### config.mk
export PLATFORM = sky130hd
export DESIGN_NAME = fetch_stage
export DESIGN_NICKNAME = d
export VERILOG_FILES = /design/src/design/fetch_pkg.sv /design/src/design/bpu.sv /design/src/design/btb.sv /design/src/design/fetch_stage.sv /design/src/design/gshare.sv /design/src/design/icache_ifc.sv /design/src/design/ifu.sv
export SDC_FILE = /design/constraint.sdc
export NUM_CORES = 2
export LEC_CHECK = 0
export BUFFER_PORTS_ARGS = -buffer_cell sky130_fd_sc_hd__buf_4
export CAP_MARGIN = 5
export CORE_ASPECT_RATIO = 0.75
export CORE_MARGIN = 3
export CORE_UTILIZATION = 35
export DETAILED_ROUTE_END_ITERATION = 8
export PLACE_DENSITY_LB_ADDON = 0.08
export RECOVER_POWER = 100
export SYNTH_ARGS = -nofsm -noshare
export SYNTH_HDL_FRONTEND = slang
export SYNTH_HIERARCHICAL = 1
export SYNTH_SLANG_ARGS = --single-unit
export TNS_END_PERCENT = 10
### constraint.sdc
create_clock -name clk_i -period 25.2 [get_ports clk_i]
set_clock_uncertainty 0.1 [all_clocks]
set_input_delay 1.26 -clock clk_i [delete_from_list [all_inputs] [get_ports clk_i]]
set_output_delay 1.26 -clock clk_i [all_outputs]
set_load 0.02 [all_outputs]
### src/design/fetch_pkg.sv
// -------------------------------------------------------------------
// Fetch stage package: widths, predictor table sizes, shared structs
// -------------------------------------------------------------------
package fetch_pkg;

  // -------------------------------------------------------------------
  // Widths
  // -------------------------------------------------------------------
  // Address and PC width
  localparam int XLEN = 64;
  // Instruction width, no compressed support
  localparam int ILEN = 32;
  // Instructions per cache line, 128-bit lines
  localparam int LINE_WORDS = 4;
  // Byte offset bits inside one line
  localparam int LINE_OFF_BITS = 4;

  // -------------------------------------------------------------------
  // Predictor sizes
  // -------------------------------------------------------------------
  // Global history length, also sets the 2^HLEN pattern table
  // Gshare index is pc[HLEN+1:2] xor history, for lookup and update alike
  localparam int HLEN = 4;
  // BTB index width, 16 direct-mapped entries
  localparam int BTB_BITS = 4;
  // Tag bits kept per BTB entry, taken just above the index
  localparam int BTB_TAG_BITS = 8;

  // -------------------------------------------------------------------
  // Shared structs
  // -------------------------------------------------------------------
  // One cache line as returned by the cache
  typedef struct packed {
    // Low LINE_OFF_BITS always zero
    logic [XLEN-1:0]                  line_addr;
    logic [LINE_WORDS-1:0][ILEN-1:0]  line;
  } icache_out_t;

  // Prediction that travels with a fetched instruction
  typedef struct packed {
    logic [XLEN-1:0]  pc;
    logic [XLEN-1:0]  target;
    logic             taken;
  } prediction_t;

  // Branch resolution broadcast by execute
  typedef struct packed {
    logic             valid;
    logic             mispredict;
    logic             taken;
    logic [XLEN-1:0]  pc;
    logic [XLEN-1:0]  target;
  } resolution_t;

endpackage

### src/design/bpu.sv
// -------------------------------------------------------------------
// Branch predictor: gshare direction plus BTB target
// -------------------------------------------------------------------
module bpu (
  input  logic                         clk_i,
  input  logic                         rst_n_i,
  input  logic                         flush_i,
  input  logic [fetch_pkg::XLEN-1:0]   pc_i,
  input  fetch_pkg::resolution_t       res_i,
  output fetch_pkg::prediction_t       pred_o
);
  import fetch_pkg::*;

  logic             gs_taken;
  logic             btb_hit;
  logic [XLEN-1:0]  btb_target;

  // Every valid resolution trains direction
  gshare u_gshare (
    .clk_i        (clk_i),
    .rst_n_i      (rst_n_i),
    .flush_i      (flush_i),
    .pc_i         (pc_i),
    .res_valid_i  (res_i.valid),
    .res_pc_i     (res_i.pc),
    .res_taken_i  (res_i.taken),
    .taken_o      (gs_taken)
  );

  // Only taken branches get a target entry
  btb u_btb (
    .clk_i        (clk_i),
    .rst_n_i      (rst_n_i),
    .pc_i         (pc_i),
    .upd_valid_i  (res_i.valid & res_i.taken),
    .upd_pc_i     (res_i.pc),
    .upd_target_i (res_i.target),
    .hit_o        (btb_hit),
    .target_o     (btb_target)
  );

  // Taken needs a known target and a taken counter
  always_comb begin
    pred_o.pc     = pc_i;
    pred_o.taken  = btb_hit & gs_taken;
    pred_o.target = pred_o.taken ? btb_target : pc_i + XLEN'(4);
  end

  // Execute flags a mispredict only on a real resolution
  res_valid_a: assert property (
    @(posedge clk_i) disable iff (!rst_n_i)
    res_i.mispredict |-> res_i.valid
  );

endmodule

### src/design/btb.sv
// -------------------------------------------------------------------
// Branch target buffer: direct mapped, tagged, valid per entry
// -------------------------------------------------------------------
module btb (
  input  logic                         clk_i,
  input  logic                         rst_n_i,
  input  logic [fetch_pkg::XLEN-1:0]   pc_i,
  input  logic                         upd_valid_i,
  input  logic [fetch_pkg::XLEN-1:0]   upd_pc_i,
  input  logic [fetch_pkg::XLEN-1:0]   upd_target_i,
  output logic                         hit_o,
  output logic [fetch_pkg::XLEN-1:0]   target_o
);
  import fetch_pkg::*;

  // Tag and target stored side by side
  typedef struct packed {
    logic [BTB_TAG_BITS-1:0]  tag;
    logic [XLEN-1:0]          target;
  } btb_entry_t;

  logic [2**BTB_BITS-1:0]   valid_q;
  btb_entry_t               entry_q [2**BTB_BITS];
  logic [BTB_BITS-1:0]      rd_idx;
  logic [BTB_BITS-1:0]      wr_idx;
  logic [BTB_TAG_BITS-1:0]  rd_tag;
  logic [BTB_TAG_BITS-1:0]  wr_tag;

  // Index above the instruction offset, tag right above the index
  assign rd_idx = pc_i[BTB_BITS+1:2];
  assign rd_tag = pc_i[BTB_TAG_BITS+BTB_BITS+1:BTB_BITS+2];
  assign wr_idx = upd_pc_i[BTB_BITS+1:2];
  assign wr_tag = upd_pc_i[BTB_TAG_BITS+BTB_BITS+1:BTB_BITS+2];

  // Lookup
  assign hit_o    = valid_q[rd_idx] && (entry_q[rd_idx].tag == rd_tag);
  assign target_o = entry_q[rd_idx].target;

  // Valid bits
  always_ff @(posedge clk_i) begin
    if (!rst_n_i) begin
      valid_q <= '0;
    end else if (upd_valid_i) begin
      valid_q[wr_idx] <= 1'b1;
    end
  end

  // Entry storage, last writer owns the slot
  always_ff @(posedge clk_i) begin
    if (upd_valid_i) begin
      entry_q[wr_idx] <= '{tag: wr_tag, target: upd_target_i};
    end
  end

endmodule

### src/design/fetch_stage.sv
// -------------------------------------------------------------------
// Fetch stage top: cache interface, fetch unit and branch predictor
// -------------------------------------------------------------------
module fetch_stage (
  input  logic                         clk_i,
  input  logic                         rst_n_i,
  input  logic                         flush_i,

  // PC generation
  input  logic [fetch_pkg::XLEN-1:0]   pc_i,
  output logic                         fetch_ready_o,

  // Instruction cache
  output logic [fetch_pkg::XLEN-1:0]   addr_o,
  output logic                         addr_valid_o,
  input  logic                         addr_ready_i,
  input  fetch_pkg::icache_out_t       data_i,
  input  logic                         data_valid_i,
  output logic                         data_ready_o,

  // Decode
  input  logic                         issue_ready_i,
  output logic                         issue_valid_o,
  output logic [fetch_pkg::ILEN-1:0]   instruction_o,
  output fetch_pkg::prediction_t       pred_o,

  // Branch resolution from execute
  input  fetch_pkg::resolution_t       res_i
);
  import fetch_pkg::*;

  logic         read_req;
  logic         read_done;
  logic         bpu_flush;
  icache_out_t  cache_out;
  prediction_t  pred;

  // -------------------------------------------------------------------
  // Cache interface
  // -------------------------------------------------------------------
  icache_ifc u_icache_ifc (
    .clk_i        (clk_i),
    .rst_n_i      (rst_n_i),
    .flush_i      (flush_i),
    .pc_i         (pc_i),
    .read_req_i   (read_req),
    .cache_out_o  (cache_out),
    .read_done_o  (read_done),
    .addr_o       (addr_o),
    .addr_valid_o (addr_valid_o),
    .addr_ready_i (addr_ready_i),
    .data_i       (data_i),
    .data_valid_i (data_valid_i),
    .data_ready_o (data_ready_o)
  );

  // -------------------------------------------------------------------
  // Fetch unit
  // -------------------------------------------------------------------
  ifu u_ifu (
    .clk_i         (clk_i),
    .rst_n_i       (rst_n_i),
    .flush_i       (flush_i),
    .pc_i          (pc_i),
    .fetch_ready_o (fetch_ready_o),
    .cache_out_i   (cache_out),
    .read_done_i   (read_done),
    .read_req_o    (read_req),
    .issue_ready_i (issue_ready_i),
    .issue_valid_o (issue_valid_o),
    .instruction_o (instruction_o),
    .pred_i        (pred),
    .pred_o        (pred_o)
  );

  // -------------------------------------------------------------------
  // Branch predictor
  // -------------------------------------------------------------------
  // Mispredict flush keeps history, the resolution corrects it
  assign bpu_flush = flush_i & ~res_i.mispredict;

  bpu u_bpu (
    .clk_i   (clk_i),
    .rst_n_i (rst_n_i),
    .flush_i (bpu_flush),
    .pc_i    (pc_i),
    .res_i   (res_i),
    .pred_o  (pred)
  );

endmodule

### src/design/gshare.sv
// -------------------------------------------------------------------
// Gshare: global history and table of 2-bit saturating counters
// -------------------------------------------------------------------
module gshare (
  input  logic                         clk_i,
  input  logic                         rst_n_i,
  input  logic                         flush_i,
  input  logic [fetch_pkg::XLEN-1:0]   pc_i,
  input  logic                         res_valid_i,
  input  logic [fetch_pkg::XLEN-1:0]   res_pc_i,
  input  logic                         res_taken_i,
  output logic                         taken_o
);
  import fetch_pkg::*;

  logic [HLEN-1:0]  ghr_q;
  logic [1:0]       pht_q [2**HLEN];
  logic [HLEN-1:0]  rd_idx;
  logic [HLEN-1:0]  wr_idx;

  // Hashed indices, both against the current history
  assign rd_idx  = pc_i[HLEN+1:2] ^ ghr_q;
  assign wr_idx  = res_pc_i[HLEN+1:2] ^ ghr_q;
  // Upper counter bit is the direction
  assign taken_o = pht_q[rd_idx][1];

  always_ff @(posedge clk_i) begin
    if (!rst_n_i) begin
      ghr_q <= '0;
      // Weakly not taken
      for (int i = 0; i < 2**HLEN; i++) begin
        pht_q[i] <= 2'b01;
      end
    end else begin
      if (res_valid_i) begin
        // Saturating counter step
        if (res_taken_i && pht_q[wr_idx] != 2'b11) begin
          pht_q[wr_idx] <= pht_q[wr_idx] + 2'd1;
        end else if (!res_taken_i && pht_q[wr_idx] != 2'b00) begin
          pht_q[wr_idx] <= pht_q[wr_idx] - 2'd1;
        end
        // Newest outcome enters at bit 0
        ghr_q <= {ghr_q[HLEN-2:0], res_taken_i};
      end
      // Flush touches history only
      if (flush_i) begin
        ghr_q <= '0;
      end
    end
  end

endmodule

### src/design/icache_ifc.sv
// -------------------------------------------------------------------
// I-cache interface: line read handshakes, capture and flush squash
// -------------------------------------------------------------------
module icache_ifc (
  input  logic                         clk_i,
  input  logic                         rst_n_i,
  input  logic                         flush_i,

  // Fetch unit side
  input  logic [fetch_pkg::XLEN-1:0]   pc_i,
  input  logic                         read_req_i,
  output fetch_pkg::icache_out_t       cache_out_o,
  output logic                         read_done_o,

  // Cache side
  output logic [fetch_pkg::XLEN-1:0]   addr_o,
  output logic                         addr_valid_o,
  input  logic                         addr_ready_i,
  input  fetch_pkg::icache_out_t       data_i,
  input  logic                         data_valid_i,
  output logic                         data_ready_o
);
  import fetch_pkg::*;

  typedef enum logic [1:0] {
    IDLE,
    ADDR,
    DATA
  } state_t;

  state_t           state_q;
  logic [XLEN-1:0]  addr_q;
  logic [XLEN-1:0]  pend_addr_q;
  logic [XLEN-1:0]  req_addr;
  logic             squash_q;
  logic             pend_q;
  logic             read_done_q;
  logic             beat;
  icache_out_t      line_q;

  // Line aligned request address
  assign req_addr = {pc_i[XLEN-1:LINE_OFF_BITS], {LINE_OFF_BITS{1'b0}}};
  assign beat     = data_valid_i & data_ready_o;

  assign addr_o       = addr_q;
  assign addr_valid_o = (state_q == ADDR);
  assign data_ready_o = (state_q == DATA);
  assign cache_out_o  = line_q;
  assign read_done_o  = read_done_q;

  // -------------------------------------------------------------------
  // Control FSM
  // -------------------------------------------------------------------
  always_ff @(posedge clk_i) begin
    if (!rst_n_i) begin
      state_q     <= IDLE;
      squash_q    <= 1'b0;
      pend_q      <= 1'b0;
      read_done_q <= 1'b0;
    end else begin
      // Done pulse one cycle after a live beat
      read_done_q <= beat & ~squash_q & ~flush_i;
      if (state_q == IDLE) begin
        if (read_req_i) begin
          state_q <= ADDR;
          addr_q  <= req_addr;
        end
      end else begin
        // New request behind a squashed read waits its turn
        if (read_req_i) begin
          pend_q      <= 1'b1;
          pend_addr_q <= req_addr;
        end
        // Read in flight is now stale, pending one too
        if (flush_i) begin
          squash_q <= 1'b1;
          pend_q   <= 1'b0;
        end
        if (state_q == ADDR && addr_ready_i) begin
          state_q <= DATA;
        end
        if (beat) begin
          squash_q <= 1'b0;
          pend_q   <= 1'b0;
          if ((pend_q | read_req_i) & ~flush_i) begin
            state_q <= ADDR;
            addr_q  <= read_req_i ? req_addr : pend_addr_q;
          end else begin
            state_q <= IDLE;
          end
        end
      end
    end
  end

  // Line capture, payload only
  always_ff @(posedge clk_i) begin
    if (beat) begin
      line_q <= data_i;
    end
  end

  // Address channel holds until the cache takes it
  addr_hold_a: assert property (
    @(posedge clk_i) disable iff (!rst_n_i)
    addr_valid_o && !addr_ready_i |=> addr_valid_o && $stable(addr_o)
  );

endmodule

### src/design/ifu.sv
// -------------------------------------------------------------------
// Fetch unit: line buffer, word select, decode-side output register
// -------------------------------------------------------------------
module ifu (
  input  logic                         clk_i,
  input  logic                         rst_n_i,
  input  logic                         flush_i,

  // PC generation side
  input  logic [fetch_pkg::XLEN-1:0]   pc_i,
  output logic                         fetch_ready_o,

  // Cache interface side
  input  fetch_pkg::icache_out_t       cache_out_i,
  input  logic                         read_done_i,
  output logic                         read_req_o,

  // Decode side
  input  logic                         issue_ready_i,
  output logic                         issue_valid_o,
  output logic [fetch_pkg::ILEN-1:0]   instruction_o,
  input  fetch_pkg::prediction_t       pred_i,
  output fetch_pkg::prediction_t       pred_o
);
  import fetch_pkg::*;

  // Line buffer
  logic                       lb_valid_q;
  icache_out_t                lb_q;
  // Miss in progress, word index and prediction of the waiting PC
  logic                       busy_q;
  logic [LINE_OFF_BITS-3:0]   word_q;
  prediction_t                pred_q;
  // Output register
  logic                       out_valid_q;
  logic [ILEN-1:0]            instr_q;
  prediction_t                pred_out_q;

  logic                       out_free;
  logic                       lb_hit;
  logic                       refill;

  // Output empty, or drained this cycle
  assign out_free      = ~out_valid_q | issue_ready_i;
  assign fetch_ready_o = ~busy_q & out_free & ~flush_i;

  // Same line as the buffered one
  assign lb_hit = lb_valid_q &&
                  (lb_q.line_addr[XLEN-1:LINE_OFF_BITS] == pc_i[XLEN-1:LINE_OFF_BITS]);

  // Miss on acceptance goes straight to the cache interface
  assign read_req_o = fetch_ready_o & ~lb_hit;
  assign refill     = busy_q & read_done_i;

  assign issue_valid_o = out_valid_q;
  assign instruction_o = instr_q;
  assign pred_o        = pred_out_q;

  // -------------------------------------------------------------------
  // Control
  // -------------------------------------------------------------------
  always_ff @(posedge clk_i) begin
    if (!rst_n_i) begin
      lb_valid_q  <= 1'b0;
      busy_q      <= 1'b0;
      out_valid_q <= 1'b0;
    end else if (flush_i) begin
      // Buffer may hold a line from the wrong path
      lb_valid_q  <= 1'b0;
      busy_q      <= 1'b0;
      out_valid_q <= 1'b0;
    end else begin
      if (read_req_o) begin
        busy_q <= 1'b1;
      end
      if (refill) begin
        busy_q     <= 1'b0;
        lb_valid_q <= 1'b1;
      end
      if ((fetch_ready_o && lb_hit) || refill) begin
        out_valid_q <= 1'b1;
      end else if (issue_ready_i) begin
        out_valid_q <= 1'b0;
      end
    end
  end

  // -------------------------------------------------------------------
  // Payload
  // -------------------------------------------------------------------
  always_ff @(posedge clk_i) begin
    // Prediction latched together with the PC
    if (fetch_ready_o) begin
      word_q <= pc_i[LINE_OFF_BITS-1:2];
      pred_q <= pred_i;
    end
    if (refill) begin
      lb_q       <= cache_out_i;
      instr_q    <= cache_out_i.line[word_q];
      pred_out_q <= pred_q;
    end else if (fetch_ready_o && lb_hit) begin
      // Hit, issue next cycle
      instr_q    <= lb_q.line[pc_i[LINE_OFF_BITS-1:2]];
      pred_out_q <= pred_i;
    end
  end

  // Decode output holds under back-pressure
  issue_hold_a: assert property (
    @(posedge clk_i) disable iff (!rst_n_i)
    issue_valid_o && !issue_ready_i && !flush_i |=>
      issue_valid_o && $stable(instruction_o) && $stable(pred_o)
  );

endmodule

==> key figures <==
Clocking
  • Post-CTS Setup Inserts: 0
  • CTS buffer count: 208
  • CTS resizes: 0
  • Clock transition at path regs: 0.06 ns
  • Post-CTS Hold Fix Bufs: 0
  • CTS tree: done
  • Clk buf depth: 4
  • H-tree depth: 4
  • Clk sinks: 2008
  • Clk root buf: clkbuf_16
  • Clock latency on the worst-skew pair: 0.85 ns

Global routing
  • First-pass GRT wire length: 320900 um
  • Routing usage on met2: 30.69%
  • Initial antenna violation count: 45
  • Busiest grt layer: met2
  • M3 GR Usage: 4.145%
  • Number of global-route vias before repair: 39.66k
  • Congestion Overflow GR: 0
  • Largest net degree at the start of global routing: 133
  • All-Layer GR Usage: 19.60%
  • GR Util met1: 27.70%

Cells and area
  • NumNets Final: 4888
  • Commonest non-fill, non-tap cell in the layout: edfxtp_1
  • Layout cell share with drive strength beyond 1: 21.33%
  • Most frequent cells in the layout: edfxtp_1, clkbuf_1, mux4_2
  • P&R area growth vs syn: 15.39%
  • Fill cells: 20.21k
  • Multi-input gate area: 17430 um2
  • Core Util, Final: 40.72%
  • Register area: 60020 um2

Synth
  • Cell area after synthesis: 78880 um2
  • Syn Nets: 4273
  • Synthesized area per cell: 20.34 um2
  • Number of synthesis warnings: 6
  • Cells after synthesis: 3879

Setup path
  • Worst Setup Start Kind: input pin
  • Worst reg-to-reg path cell count: 6
  • Setup crit end kind: flip-flop
  • Crit path capture: u_ifu/pred_o[26]
  • Worst-path fanout max: 76
  • WP data arrival: 14.18 ns
  • R2R setup slack: 12.12 ns
  • Worst R2R End: u_ifu/pred_o[86]
  • Crit Reg-Reg Startpoint: u_ifu/busy_q
  • Required @ worst endpoint: 25.66 ns
  • Crit. Startpoint: pc_i[2]
  • Critical path start-end classification: in2reg

Die
  • Die extent in y: 417.1 um
  • Core footprint: 223500 um2
  • Die width: 554.2 um
  • Die footprint: 231200 um2
  • Starting Density: 35.29%
  • FP Rows: 150
  • I/O Pins: 622

Drt
  • Drt drc: 0
  • Antenna Nets Post-Route: 0
  • Total routed wirelength: 230800 um
  • WL/cell: 30.27 um
  • Initial drt markers: 3637
  • Via count: 39.55k
  • DR pass1 iterations: 7
  • DR vias/cell: 5.186

Pwr
  • Reg power frac: 52.4%
  • Sw Share: 21.62%
  • Part of the power in combinational logic: 5.7%
  • Peak VDD IR: 58.55 uV
  • Cell Int Power: 0.005623 W
  • Cell Pwr Density: 78.81 nW/um2
  • Leak Pwr: 28.30 nW
  • P_sw: 0.001551 W
  • Clk pwr share: 41.9%

STA
  • Fin. Hold Viols: 0
  • Min Tclk post-route: 13.71 ns
  • Setup TNS: 0 ns
  • Slew @ Worst Pin: 7.625 ns
  • Final worst-path cycle share: 54.41%
  • Pins Over Slew Limit: 2674
  • Unrepaired setup endpoints after global routing: false
  • # setup viols final: 0
  • Rel. slew slack: -408.4%
  • Highest clock rate: 72.93 MHz

Placed design
  • HPWL Detailed: 142900 um
  • I/O Buffers: 565
  • Routability cong.: 0.8086

Min path
  • Hold crit path type: reg2reg

Run status
  • Status: finished, violations left
  • Failing checks: max-capacitance violations, max-slew violations

Flow run
  • Max Cap Viol: 66
[power groups by stage]
stage,sequential (W),clock [W],combinational (W)
after floorplan,0.00384,0,0.000232
after global placement,0.00382,0,0.000433
after detailed placement,0.00383,0,0.000436
after CTS,0.00375,0.00309,0.000437
after global routing,0.00377,0.00323,0.000443
final,0.00376,0.00300,0.000409
[registers in the layout, summed over array words and instances (netlist names), 2 cells and up]
signal,cells
u_ifu/word_q,2
u_ifu/lb_q,188
u_icache_ifc/state_q,2
u_bpu/u_gshare/ghr_q,4
u_bpu/u_btb/entry_q,1152
u_bpu/u_gshare/pht_q,32
u_icache_ifc/pend_addr_q,64
u_icache_ifc/cache_out_o,188
u_ifu/pred_o,129
u_ifu/instruction_o,32
u_icache_ifc/addr_o,64
u_ifu/pred_q,129
u_bpu/u_btb/valid_q,16
[layout make-up]
cell class                      count  share of cell area [%]
Clock buffer                      260                   6.014
Clock inverter                    101                   1.069
Inverter                           31                  0.1320
Multi-Input combinational cell   1604                   19.15
Tap cell                         2964                   4.074
Antenna cell                       16                 0.04399
Sequential cell                  2008                   65.94
Timing Repair Buffer              641                   3.582
[worst min path at each step]
stage / cells after the start / slack (ns) / startpoint / end
after floorplan: 1 / 0.30 / u_icache_ifc/squash_q / u_icache_ifc/read_done_o
after detailed placement: 0 / 0.30 / u_icache_ifc/cache_out_o[151] / u_ifu/lb_q[151]
after global placement: 0 / 0.30 / u_icache_ifc/cache_out_o[147] / u_ifu/lb_q[147]
after CTS: 0 / 0.30 / u_icache_ifc/cache_out_o[152] / u_ifu/lb_q[152]
after global routing: 0 / 0.31 / u_icache_ifc/cache_out_o[183] / u_ifu/lb_q[183]
final: 0 / 0.29 / u_icache_ifc/cache_out_o[152] / u_ifu/lb_q[152]
[routing by layer]
layer,vias to the layer above,wire [um]
met5,-,184
met4,26,6720
met3,359,12950
met2,1063,108200
met1,21190,102800
li1,16910,-
[stage by stage]
stage / area (um2) / power [W] / hold slack, ns / std cells / setup WS (ns)
after floorplan: 78880 / 0.004069 / 0.2995 / 3879 / 5.645
final: 91020 / 0.007174 / 0.2939 / 7625 / 11.49
after detailed placement: 86300 / 0.004261 / 0.3045 / 7248 / 17.42
after CTS: 92750 / 0.007283 / 0.2987 / 7609 / 18.33
after global placement: 86300 / 0.004257 / 0.3008 / 7248 / 17.45
after global routing: 91000 / 0.007439 / 0.3150 / 7616 / 9.849
[worst max-delay path, stage by stage]
cell        delay (ns)
clkbuf_1          4.09
clkbuf_1          2.13
mux4_2            0.70
mux2i_1           0.16
mux2i_1           0.23
xnor2_1           0.39
nand4_1           0.23
nor4_1            0.18
nand2_1           0.10
clkbuf_1          1.16
clkinvlp_2        1.77
buf_4             0.77
nand2_1           0.17
o21ai_0           0.19
mux2_1            0.39
(Power assumes the default switching activity.)
